===== src/logic/arb_pkg.sv =====
// ---------------------------------------------------------------------
// Arbitration-side definitions
// Mode encoding, wait and counter widths, starvation thresholds
// ---------------------------------------------------------------------

package arb_pkg;

    // Arbitration mode, both fixed codes select lowest index
    typedef enum logic [1:0] {
        MODE_RR      = 2'd0,
        MODE_PRIO    = 2'd1,
        MODE_FIXED_A = 2'd2,
        MODE_FIXED_B = 2'd3
    } arb_mode_e;

    // Saturating wait counter width
    localparam int unsigned WAIT_W = 16;

    // Wait above which a requester accrues starvation
    localparam logic [WAIT_W-1:0] STARVE_WAIT = 16'd16;

    // Starvation count above which the flag is raised
    localparam logic [WAIT_W-1:0] STARVE_LIMIT = 16'd8;

    // Performance counter width
    localparam int unsigned CNT_W = 32;

endpackage


===== src/logic/qos_pkg.sv =====
// ---------------------------------------------------------------------
// Request-side definitions
// QoS descriptor carried with every request, score width and weights
// ---------------------------------------------------------------------

package qos_pkg;

    // Per-request QoS descriptor, 16 bits wide
    typedef struct packed {
        // Higher level wins under priority arbitration
        logic [3:0] qos_level;
        logic       urgent;
        logic       real_time;
        // Wait in cycles beyond which a violation is counted
        logic [9:0] max_latency;
    } qos_cfg_t;

    // ---------------------------------------------------------------------
    // Score weights
    // ---------------------------------------------------------------------

    // Width of one priority score
    localparam int unsigned SCORE_W = 16;

    // Base score is qos_level times 16
    localparam int unsigned LEVEL_SHIFT = 4;

    // Bonus for urgent requests
    localparam logic [SCORE_W-1:0] URGENT_BONUS = 16'd64;

    // Bonus for real-time requests
    localparam logic [SCORE_W-1:0] RT_BONUS = 16'd32;

endpackage

===== src/logic/qos_arbiter_top.sv =====
// ---------------------------------------------------------------------
// QoS arbiter top level
// Score and select pipeline, grant mux, wait tracking, monitoring
// ---------------------------------------------------------------------

module qos_arbiter_top #(
    parameter int unsigned NUM_REQ = 4,
    parameter int unsigned ADDR_W  = 32,
    parameter int unsigned DATA_W  = 32,
    localparam int unsigned IDX_W  = $clog2(NUM_REQ)
) (
    input  logic                            clk_i,
    input  logic                            rst_ni,
    // Requester side
    input  logic [NUM_REQ-1:0]              req_valid_i,
    input  qos_pkg::qos_cfg_t [NUM_REQ-1:0] qos_cfg_i,
    input  logic [NUM_REQ-1:0][ADDR_W-1:0]  req_addr_i,
    input  logic [NUM_REQ-1:0][DATA_W-1:0]  req_data_i,
    input  logic [NUM_REQ-1:0]              req_write_i,
    output logic [NUM_REQ-1:0]              req_ready_o,
    // Memory side
    output logic                            arb_valid_o,
    output qos_pkg::qos_cfg_t               arb_qos_o,
    output logic [ADDR_W-1:0]               arb_addr_o,
    output logic [DATA_W-1:0]               arb_data_o,
    output logic                            arb_write_o,
    input  logic                            arb_ready_i,
    // Configuration levels
    input  logic                            qos_enable_i,
    input  arb_pkg::arb_mode_e              arb_mode_i,
    // Monitoring
    output logic [arb_pkg::CNT_W-1:0]       total_requests_o,
    output logic [arb_pkg::CNT_W-1:0]       qos_violations_o,
    output logic [NUM_REQ-1:0]              starve_flags_o
);

    logic [NUM_REQ-1:0][arb_pkg::WAIT_W-1:0]  wait_cnt;
    logic [NUM_REQ-1:0][qos_pkg::SCORE_W-1:0] score_q;
    logic [NUM_REQ-1:0]                       valid_q;
    logic                                     win_valid_q;
    logic [IDX_W-1:0]                         win_id_q;
    logic                                     accept;
    logic [IDX_W-1:0]                         accept_id;

    wait_tracker #(.NUM_REQ(NUM_REQ)) u_wait (
        .clk_i, .rst_ni, .req_valid_i,
        .accept_i(accept), .accept_id_i(accept_id),
        .wait_cnt_o(wait_cnt), .starve_flags_o
    );

    score_stage #(.NUM_REQ(NUM_REQ)) u_score (
        .clk_i, .rst_ni, .req_valid_i, .qos_cfg_i, .qos_enable_i,
        .wait_cnt_i(wait_cnt), .score_o(score_q), .valid_o(valid_q)
    );

    select_stage #(.NUM_REQ(NUM_REQ)) u_select (
        .clk_i, .rst_ni, .arb_mode_i, .valid_i(valid_q), .score_i(score_q),
        .win_valid_o(win_valid_q), .win_id_o(win_id_q)
    );

    grant_stage #(.NUM_REQ(NUM_REQ), .ADDR_W(ADDR_W), .DATA_W(DATA_W)) u_grant (
        .win_valid_i(win_valid_q), .win_id_i(win_id_q),
        .req_valid_i, .qos_cfg_i, .req_addr_i, .req_data_i, .req_write_i,
        .arb_ready_i, .arb_valid_o, .arb_qos_o, .arb_addr_o, .arb_data_o,
        .arb_write_o, .req_ready_o, .accept_o(accept), .accept_id_o(accept_id)
    );

    perf_monitor #(.NUM_REQ(NUM_REQ)) u_perf (
        .clk_i, .rst_ni, .accept_i(accept), .req_valid_i, .qos_cfg_i,
        .wait_cnt_i(wait_cnt), .total_requests_o, .qos_violations_o
    );

endmodule


===== src/logic/perf_monitor.sv =====
// ---------------------------------------------------------------------
// Performance monitor
// Accepted transfer count and QoS latency violation count
// ---------------------------------------------------------------------

module perf_monitor #(
    parameter int unsigned NUM_REQ = 4
) (
    input  logic                                    clk_i,
    input  logic                                    rst_ni,
    input  logic                                    accept_i,
    input  logic [NUM_REQ-1:0]                      req_valid_i,
    input  qos_pkg::qos_cfg_t [NUM_REQ-1:0]         qos_cfg_i,
    input  logic [NUM_REQ-1:0][arb_pkg::WAIT_W-1:0] wait_cnt_i,
    output logic [arb_pkg::CNT_W-1:0]               total_requests_o,
    output logic [arb_pkg::CNT_W-1:0]               qos_violations_o
);

    logic [arb_pkg::CNT_W-1:0] total_q;
    logic [arb_pkg::CNT_W-1:0] viol_q;
    // Some valid requester is past its latency budget
    logic                      any_late;

    always_comb begin
        any_late = 1'b0;
        for (int i = 0; i < NUM_REQ; i++) begin
            if (req_valid_i[i] &&
                wait_cnt_i[i] > arb_pkg::WAIT_W'(qos_cfg_i[i].max_latency)) begin
                any_late = 1'b1;
            end
        end
    end

    // Both counters wrap
    always_ff @(posedge clk_i or negedge rst_ni) begin
        if (!rst_ni) begin
            total_q <= '0;
            viol_q  <= '0;
        end else begin
            if (accept_i) begin
                total_q <= total_q + 1'b1;
            end
            // One per cycle, however many requesters are late
            if (any_late) begin
                viol_q <= viol_q + 1'b1;
            end
        end
    end

    assign total_requests_o = total_q;
    assign qos_violations_o = viol_q;

endmodule


===== src/logic/grant_stage.sv =====
// ---------------------------------------------------------------------
// Grant stage
// Presents the winner to memory, muxes payload, forms request ready
// ---------------------------------------------------------------------

module grant_stage #(
    parameter int unsigned NUM_REQ = 4,
    parameter int unsigned ADDR_W  = 32,
    parameter int unsigned DATA_W  = 32,
    localparam int unsigned IDX_W  = $clog2(NUM_REQ)
) (
    input  logic                            win_valid_i,
    input  logic [IDX_W-1:0]                win_id_i,
    input  logic [NUM_REQ-1:0]              req_valid_i,
    input  qos_pkg::qos_cfg_t [NUM_REQ-1:0] qos_cfg_i,
    input  logic [NUM_REQ-1:0][ADDR_W-1:0]  req_addr_i,
    input  logic [NUM_REQ-1:0][DATA_W-1:0]  req_data_i,
    input  logic [NUM_REQ-1:0]              req_write_i,
    input  logic                            arb_ready_i,
    output logic                            arb_valid_o,
    output qos_pkg::qos_cfg_t               arb_qos_o,
    output logic [ADDR_W-1:0]               arb_addr_o,
    output logic [DATA_W-1:0]               arb_data_o,
    output logic                            arb_write_o,
    output logic [NUM_REQ-1:0]              req_ready_o,
    output logic                            accept_o,
    output logic [IDX_W-1:0]                accept_id_o
);

    // Stale choice dropped once the requester lets go
    logic present;

    assign present = win_valid_i && req_valid_i[win_id_i];

    assign arb_valid_o = present;

    // Payload of the presented winner, zero otherwise
    assign arb_qos_o   = present ? qos_cfg_i[win_id_i] : '0;
    assign arb_addr_o  = present ? req_addr_i[win_id_i] : '0;
    assign arb_data_o  = present ? req_data_i[win_id_i] : '0;
    assign arb_write_o = present && req_write_i[win_id_i];

    // Memory-side handshake completes the transfer
    assign accept_o    = present && arb_ready_i;
    assign accept_id_o = win_id_i;

    // One-hot ready for the accepted requester
    always_comb begin
        req_ready_o = '0;
        if (accept_o) begin
            req_ready_o[win_id_i] = 1'b1;
        end
    end

endmodule


===== src/logic/select_stage.sv =====
// ---------------------------------------------------------------------
// Second pipeline stage
// Registers a winner by arbitration mode, holds the round-robin pointer
// ---------------------------------------------------------------------

module select_stage #(
    parameter int unsigned NUM_REQ = 4,
    localparam int unsigned IDX_W  = $clog2(NUM_REQ)
) (
    input  logic                                     clk_i,
    input  logic                                     rst_ni,
    input  arb_pkg::arb_mode_e                       arb_mode_i,
    input  logic [NUM_REQ-1:0]                       valid_i,
    input  logic [NUM_REQ-1:0][qos_pkg::SCORE_W-1:0] score_i,
    output logic                                     win_valid_o,
    output logic [IDX_W-1:0]                         win_id_o
);

    // Next winner, combinational
    logic             pick_valid;
    logic [IDX_W-1:0] pick_id;

    // Registered winner and round-robin pointer
    logic             win_valid_q;
    logic [IDX_W-1:0] win_id_q;
    logic [IDX_W-1:0] rr_ptr_q;

    // ---------------------------------------------------------------------
    // Winner choice
    // ---------------------------------------------------------------------

    always_comb begin : choose
        int                        idx;
        logic [qos_pkg::SCORE_W-1:0] best_score;
        pick_valid = 1'b0;
        pick_id    = '0;
        best_score = '0;
        idx        = 0;
        case (arb_mode_i)
            arb_pkg::MODE_RR: begin
                // First valid at or after the pointer, wrapping
                for (int k = 0; k < NUM_REQ; k++) begin
                    idx = (int'(rr_ptr_q) + k) % NUM_REQ;
                    if (!pick_valid && valid_i[idx]) begin
                        pick_valid = 1'b1;
                        pick_id    = IDX_W'(idx);
                    end
                end
            end
            arb_pkg::MODE_PRIO: begin
                // Strictly greater, so ties stay with the lower index
                for (int i = 0; i < NUM_REQ; i++) begin
                    if (valid_i[i] && (!pick_valid || score_i[i] > best_score)) begin
                        pick_valid = 1'b1;
                        pick_id    = IDX_W'(i);
                        best_score = score_i[i];
                    end
                end
            end
            arb_pkg::MODE_FIXED_A, arb_pkg::MODE_FIXED_B: begin
                // Lowest valid index
                for (int i = 0; i < NUM_REQ; i++) begin
                    if (!pick_valid && valid_i[i]) begin
                        pick_valid = 1'b1;
                        pick_id    = IDX_W'(i);
                    end
                end
            end
        endcase
    end

    // ---------------------------------------------------------------------
    // Winner and pointer registers
    // ---------------------------------------------------------------------

    always_ff @(posedge clk_i or negedge rst_ni) begin
        if (!rst_ni) begin
            win_valid_q <= 1'b0;
            win_id_q    <= '0;
            rr_ptr_q    <= '0;
        end else begin
            win_valid_q <= pick_valid;
            win_id_q    <= pick_id;
            // Pointer moves past every registered winner
            if (pick_valid) begin
                rr_ptr_q <= IDX_W'((int'(pick_id) + 1) % NUM_REQ);
            end
        end
    end

    assign win_valid_o = win_valid_q;
    assign win_id_o    = win_id_q;

endmodule


===== src/logic/score_stage.sv =====
// ---------------------------------------------------------------------
// First pipeline stage
// Registers a priority score and the valid bit per requester
// ---------------------------------------------------------------------

module score_stage #(
    parameter int unsigned NUM_REQ = 4
) (
    input  logic                                     clk_i,
    input  logic                                     rst_ni,
    input  logic [NUM_REQ-1:0]                       req_valid_i,
    input  qos_pkg::qos_cfg_t [NUM_REQ-1:0]          qos_cfg_i,
    input  logic                                     qos_enable_i,
    input  logic [NUM_REQ-1:0][arb_pkg::WAIT_W-1:0]  wait_cnt_i,
    output logic [NUM_REQ-1:0][qos_pkg::SCORE_W-1:0] score_o,
    output logic [NUM_REQ-1:0]                       valid_o
);

    // Two guard bits hold the carry of four addends
    localparam int unsigned SUM_W = qos_pkg::SCORE_W + 2;

    logic [NUM_REQ-1:0][qos_pkg::SCORE_W-1:0] score_d;
    logic [NUM_REQ-1:0][qos_pkg::SCORE_W-1:0] score_q;
    logic [NUM_REQ-1:0]                       valid_q;

    always_comb begin : calc_score
        logic [SUM_W-1:0] sum;
        for (int i = 0; i < NUM_REQ; i++) begin
            // Level base plus bonuses plus aging
            sum = (SUM_W'(qos_cfg_i[i].qos_level) << qos_pkg::LEVEL_SHIFT)
                + (qos_cfg_i[i].urgent ? SUM_W'(qos_pkg::URGENT_BONUS) : '0)
                + (qos_cfg_i[i].real_time ? SUM_W'(qos_pkg::RT_BONUS) : '0)
                + SUM_W'(wait_cnt_i[i]);
            if (qos_enable_i && req_valid_i[i]) begin
                // Saturate at the top of the score range
                score_d[i] = (|sum[SUM_W-1:qos_pkg::SCORE_W]) ? '1 : sum[qos_pkg::SCORE_W-1:0];
            end else begin
                // Aging only
                score_d[i] = qos_pkg::SCORE_W'(wait_cnt_i[i]);
            end
        end
    end

    always_ff @(posedge clk_i) begin
        score_q <= score_d;
    end

    always_ff @(posedge clk_i or negedge rst_ni) begin
        if (!rst_ni) begin
            valid_q <= '0;
        end else begin
            valid_q <= req_valid_i;
        end
    end

    assign score_o = score_q;
    assign valid_o = valid_q;

endmodule


===== src/logic/wait_tracker.sv =====
// ---------------------------------------------------------------------
// Per-requester wait counters
// Starvation counters and starvation flags
// ---------------------------------------------------------------------

module wait_tracker #(
    parameter int unsigned NUM_REQ = 4,
    localparam int unsigned IDX_W  = $clog2(NUM_REQ)
) (
    input  logic                                    clk_i,
    input  logic                                    rst_ni,
    input  logic [NUM_REQ-1:0]                      req_valid_i,
    input  logic                                    accept_i,
    input  logic [IDX_W-1:0]                        accept_id_i,
    output logic [NUM_REQ-1:0][arb_pkg::WAIT_W-1:0] wait_cnt_o,
    output logic [NUM_REQ-1:0]                      starve_flags_o
);

    // Cycles waited so far, per requester
    logic [NUM_REQ-1:0][arb_pkg::WAIT_W-1:0] wait_q;
    // Cycles spent beyond the starvation wait
    logic [NUM_REQ-1:0][arb_pkg::WAIT_W-1:0] starve_q;
    // One-hot acceptance per requester
    logic [NUM_REQ-1:0]                      acc_hit;

    always_comb begin
        for (int i = 0; i < NUM_REQ; i++) begin
            acc_hit[i] = accept_i && (accept_id_i == IDX_W'(i));
        end
    end

    always_ff @(posedge clk_i or negedge rst_ni) begin
        if (!rst_ni) begin
            wait_q   <= '0;
            starve_q <= '0;
        end else begin
            for (int i = 0; i < NUM_REQ; i++) begin
                // Wait count, cleared on accept or idle
                if (acc_hit[i] || !req_valid_i[i]) begin
                    wait_q[i] <= '0;
                end else if (wait_q[i] != '1) begin
                    wait_q[i] <= wait_q[i] + 1'b1;
                end
                // Starvation count, cleared on accept only
                if (acc_hit[i]) begin
                    starve_q[i] <= '0;
                end else if (wait_q[i] > arb_pkg::STARVE_WAIT && starve_q[i] != '1) begin
                    starve_q[i] <= starve_q[i] + 1'b1;
                end
            end
        end
    end

    assign wait_cnt_o = wait_q;

    // Flag stays up while starvation count is over the limit
    always_comb begin
        for (int i = 0; i < NUM_REQ; i++) begin
            starve_flags_o[i] = starve_q[i] > arb_pkg::STARVE_LIMIT;
        end
    end

endmodule


===== config.mk =====
export PLATFORM = sky130hd
export DESIGN_NAME = qos_arbiter_top
export DESIGN_NICKNAME = d
export VERILOG_FILES = /design/src/logic/arb_pkg.sv /design/src/logic/qos_pkg.sv /design/src/logic/qos_arbiter_top.sv /design/src/logic/perf_monitor.sv /design/src/logic/grant_stage.sv /design/src/logic/select_stage.sv /design/src/logic/score_stage.sv /design/src/logic/wait_tracker.sv
export SDC_FILE = /design/constraint.sdc
export NUM_CORES = 1
export LEC_CHECK = 0
export CAP_MARGIN = 20
export CELL_PAD_IN_SITES_DETAIL_PLACEMENT = 2
export CELL_PAD_IN_SITES_GLOBAL_PLACEMENT = 2
export CORE_MARGIN = 2
export CORE_UTILIZATION = 40
export CTS_CLUSTER_DIAMETER = 120
export CTS_CLUSTER_SIZE = 24
export DETAILED_ROUTE_END_ITERATION = 10
export DONT_BUFFER_PORTS = 1
export PLACE_DENSITY_LB_ADDON = 0.1
export SETUP_SLACK_MARGIN = 0.15
export SLEW_MARGIN = 20
export SYNTH_ARGS = -nofsm -noshare
export SYNTH_HDL_FRONTEND = slang
export SYNTH_HIERARCHICAL = 1
export SYNTH_SLANG_ARGS = --single-unit

===== constraint.sdc =====
create_clock -name clk_i -period 7.1 [get_ports clk_i]
set_input_delay 1.065 -clock clk_i [delete_from_list [all_inputs] [get_ports clk_i]]
set_output_delay 1.065 -clock clk_i [all_outputs]
set_load 0.01 [all_outputs]

==> impl_metrics.py <==
metrics = {
    "status": {
        "status": "finished, final reports clean",
    },
    "power_and_ir_drop": {
        "p_per_area_mw_per_mm2": 190,
        "power.leakage_nw": 8.39,
        "pwr-share-comb_pct": 27.7,
        "clockPowerShare_pct": 25.4,
        "p_seq_share_pct": 46.9,
        "power_w": 0.00388,
        "max-vdd-ir-drop_mv": 0.190,
        "switching_power_w": 0.00137,
        "p_int_w": 0.00250,
        "swShare_pct": 35.4,
    },
    "sta": {
        "hold_violations": 0,
        "finalCritPeriodShare_pct": 92.6,
        "slew_headroom_pct": 28.3,
        "fin_setup_tns_ps": 0,
        "tightest_slew_ps": 1070,
        "setup_slack_ps": 525,
        "max_freq_mhz": 152,
        "hold_ws_ps": 245,
        "slew_violations": 0,
        "finClkSkew_ps": 21.3,
        "grt_setup_unrepaired": "no",
        "post-route-min-period_ps": 6580,
        "finalSetupViolations": 0,
    },
    "synthesis": {
        "synthFlopType": "dfrtp_1",
        "synth.avg_cell_area_um2": 9.69,
        "yosys_register_bits": 265,
        "yosysWarnings": 6,
        "async_flop_share_pct": 75.8,
        "synth_top_area_share_pct": 25.9,
        "synth_fp_nets": 2484,
        "synthCells": 2004,
        "syn_area_mm2": 0.0194,
        "synth_top_area_cell": "dfrtp_1",
        "synth-edff-count": 0,
        "yosysSeqAreaShare_pct": 32.5,
        "ys_top_cells_by_area": "dfrtp_1 26%, mux4_2 9.4%, ha_1 8.8%, dfxtp_1 6.6%, xnor2_1 6.0%",
        "synth.distinct_cells": 92,
    },
    "global_routing": {
        "grt_pass1_wl_mm": 121,
        "antenna_found_initial": 79,
        "grt_util_all_layers_pct": 32.9,
        "grt_max_degree": 202,
        "grt_pass1_vias": 17600,
        "globalRoute.totalOverflow": 0,
    },
    "detailed_routing": {
        "vias": 16600,
        "drc": 0,
        "met1_length_mm": 34.4,
        "via_per_inst": 6.32,
        "wl_met2_mm": 38.8,
        "dr_wl_met3_mm": 6.25,
        "ant_nets": 0,
        "wl_per_cell_um": 32.0,
        "maxUsedRoutingLayer": "met5",
        "drt_iter0_markers": 973,
        "wl_mm": 84.1,
        "first_pass_iters": 6,
    },
    "place": {
        "gp_congestion": 1.02,
        "portBuffers": 0,
        "place_ws_ps": 79.9,
        "dp_hpwl_mm": 67.2,
    },
    "die": {
        "core-area_mm2": 0.0478,
        "dieArea_mm2": 0.0503,
        "rows": 80,
        "die_w_um": 224,
        "fp.dieH_um": 224,
        "start_util_pct": 40.6,
        "io_pins": 488,
    },
    "setup_path": {
        "ff2ff_setup_slack_ps": 520,
        "critPathSlowestCell": "dfrtp_4",
        "crit_chain": "nand2_1 -> ha_1 -> nor2b_1 -> o211ai_1 -> a2111o_1 -> a41oi_4 -> buf_4 -> o2bb2ai_1 -> inv_1 -> ha_1 -> nand2_1 -> or4_4 -> o41ai_4 -> a31o_1 -> buf_4 -> mux2i_1 -> ha_1 -> nand4_1 -> nor4_2 -> o21ai_0 -> a31oi_1 -> a21oi_2 -> a31o_1",
        "crit_path_frequent_cell": "ha_1",
        "cp_data_arrival_time_ps": 7000,
        "cp_num_buf_inv": 3,
        "critical_path_class": "reg2reg",
        "crit_path_end_kind": "flop",
        "r2r-end": "u_select/rr_ptr_q[0]",
        "cp_top_family": "compound AO/OA/AOI/OAI gates",
        "path_max_fanout": 25,
        "cp-start-kind": "flop",
        "r2r_cells": 23,
        "reg2reg_from": "u_score/valid_o[0]",
        "critPathRequiredTime_ps": 7530,
        "critPathMaxStageDelay_ps": 630,
    },
    "clocking": {
        "holdBufCountCts": 0,
        "post_cts_resized": 1,
        "clk_latency_ps": 520,
        "cts_buffers": 15,
        "post_cts_buffers": 0,
        "clockBufferDepth": 3,
        "cts_tree": "yes",
        "clkTransAtPathRegs_ps": 120,
        "h-tree-depth": 1,
        "cts_sinks": 265,
        "cts_root_buf": "clkbuf_16",
    },
    "layout": {
        "mostFrequentLayoutCell": "dfrtp_1",
        "nFillCells": 5186,
        "post-route-util_pct": 42.7,
        "syn_to_final_growth_pct": 5.23,
        "nets": 2439,
        "layout_common_cells": "198 x dfrtp_1, 175 x nor2_1, 148 x nand2_1",
        "drive_gt1_share_pct": 9.56,
    },
    "min_path": {
        "hp-class": "in2async",
    },
    "run": {
        "drv_cap": 0,
    },
}
==> worst max-delay path by stage <==
stage | startpoint | end | cells after the start
2_1_floorplan | u_score/valid_o[0] | u_select/rr_ptr_q[0] | 25
3_5_place_dp | u_score/valid_o[0] | u_select/rr_ptr_q[0] | 23
4_1_cts | u_score/valid_o[0] | u_select/rr_ptr_q[0] | 23
3_3_place_gp | u_score/valid_o[0] | u_select/rr_ptr_q[0] | 22
5_1_grt | u_score/valid_o[0] | u_select/rr_ptr_q[0] | 23
6_report | u_score/valid_o[0] | u_select/rr_ptr_q[0] | 23
==> sequential cells by signal, summed over array words and instances, names as in the netlist <==
register                 cells
u_select/win_id_o            2
u_score/valid_o              4
u_score/score_o             64
u_select/win_valid_o         1
u_wait/starve_q             64
u_perf/total_requests_o     32
u_select/rr_ptr_q            2
u_wait/wait_cnt_o           64
u_perf/qos_violations_o     32
==> synth_stat cells, drive strengths merged (4+ instances only) <==
cell	n
o21bai	4
or2	9
or3	18
o32a	4
o21ai	45
nor4b	8
a2111oi	14
o21a	8
and3	30
xnor2	133
and4	23
a21o	15
dfxtp	64
o2111ai	5
or3b	5
a21oi	73
xor2	27
mux2	11
dfrtp	201
a211oi	29
inv	114
nor2b	107
nand4	77
and2	11
a31o	10
clkbuf	29
nor4	46
nor3	34
nor2	175
nand3	84
nor3b	7
ha	136
o22a	15
nand2b	23
o2bb2ai	17
nand2	148
fa	10
o211ai	9
buf	49
mux2i	27
or4	12
mux4	81
a41oi	5
a31oi	17
==> cells by family after synthesis <==
group	after synthesis	share of synthesized area, %
compound gates	298	11.4
xor+xnor	160	7.22
fa+ha+maj	146	9.80
buf+inv	192	4.68
flops	265	32.5
mux	119	11.4
simple gates	824	22.9
==> per-stage QoR <==
stage,instances,area [um2]
after global routing,2616,20400
after CTS,2582,20300
after detailed placement,2557,19800
after floorplan,2004,19400
final,2631,20400
after global placement,2557,19800
==> routing by layer <==
metal	global-route usage, %	vias to the layer above
met5	0	-
met4	15.2	26
met3	9.54	199
met2	52.7	587
met1	40.9	8531
li1	-	7277
==> power groups by stage <==
| stage | sequential [W] | clock, W | combinational [W] |
|---|---|---|---|
| finish | 0.00182 | 0.000984 | 0.00107 |
| global route | 0.00184 | 0.00106 | 0.00117 |
| CTS | 0.00182 | 0.00101 | 0.00106 |
| detailed placement | 0.00185 | 0 | 0.00106 |
| global placement | 0.00184 | 0 | 0.00102 |
| floorplan | 0.00175 | 0 | 0.000880 |
==> layout make-up <==
cell class	instances	area (um2)	share of cell area, %
flip-flops and latches	265	6320	31.0
repair buffers	16	120	0.588
diodes	49	123	0.600
inverters	114	428	2.09
well taps	615	769	3.77
clock buffers	21	408	2.00
clock inverters	4	30.0	0.147
multi-input cells	1547	12200	59.9
Power figures use the tool's default switching activity.
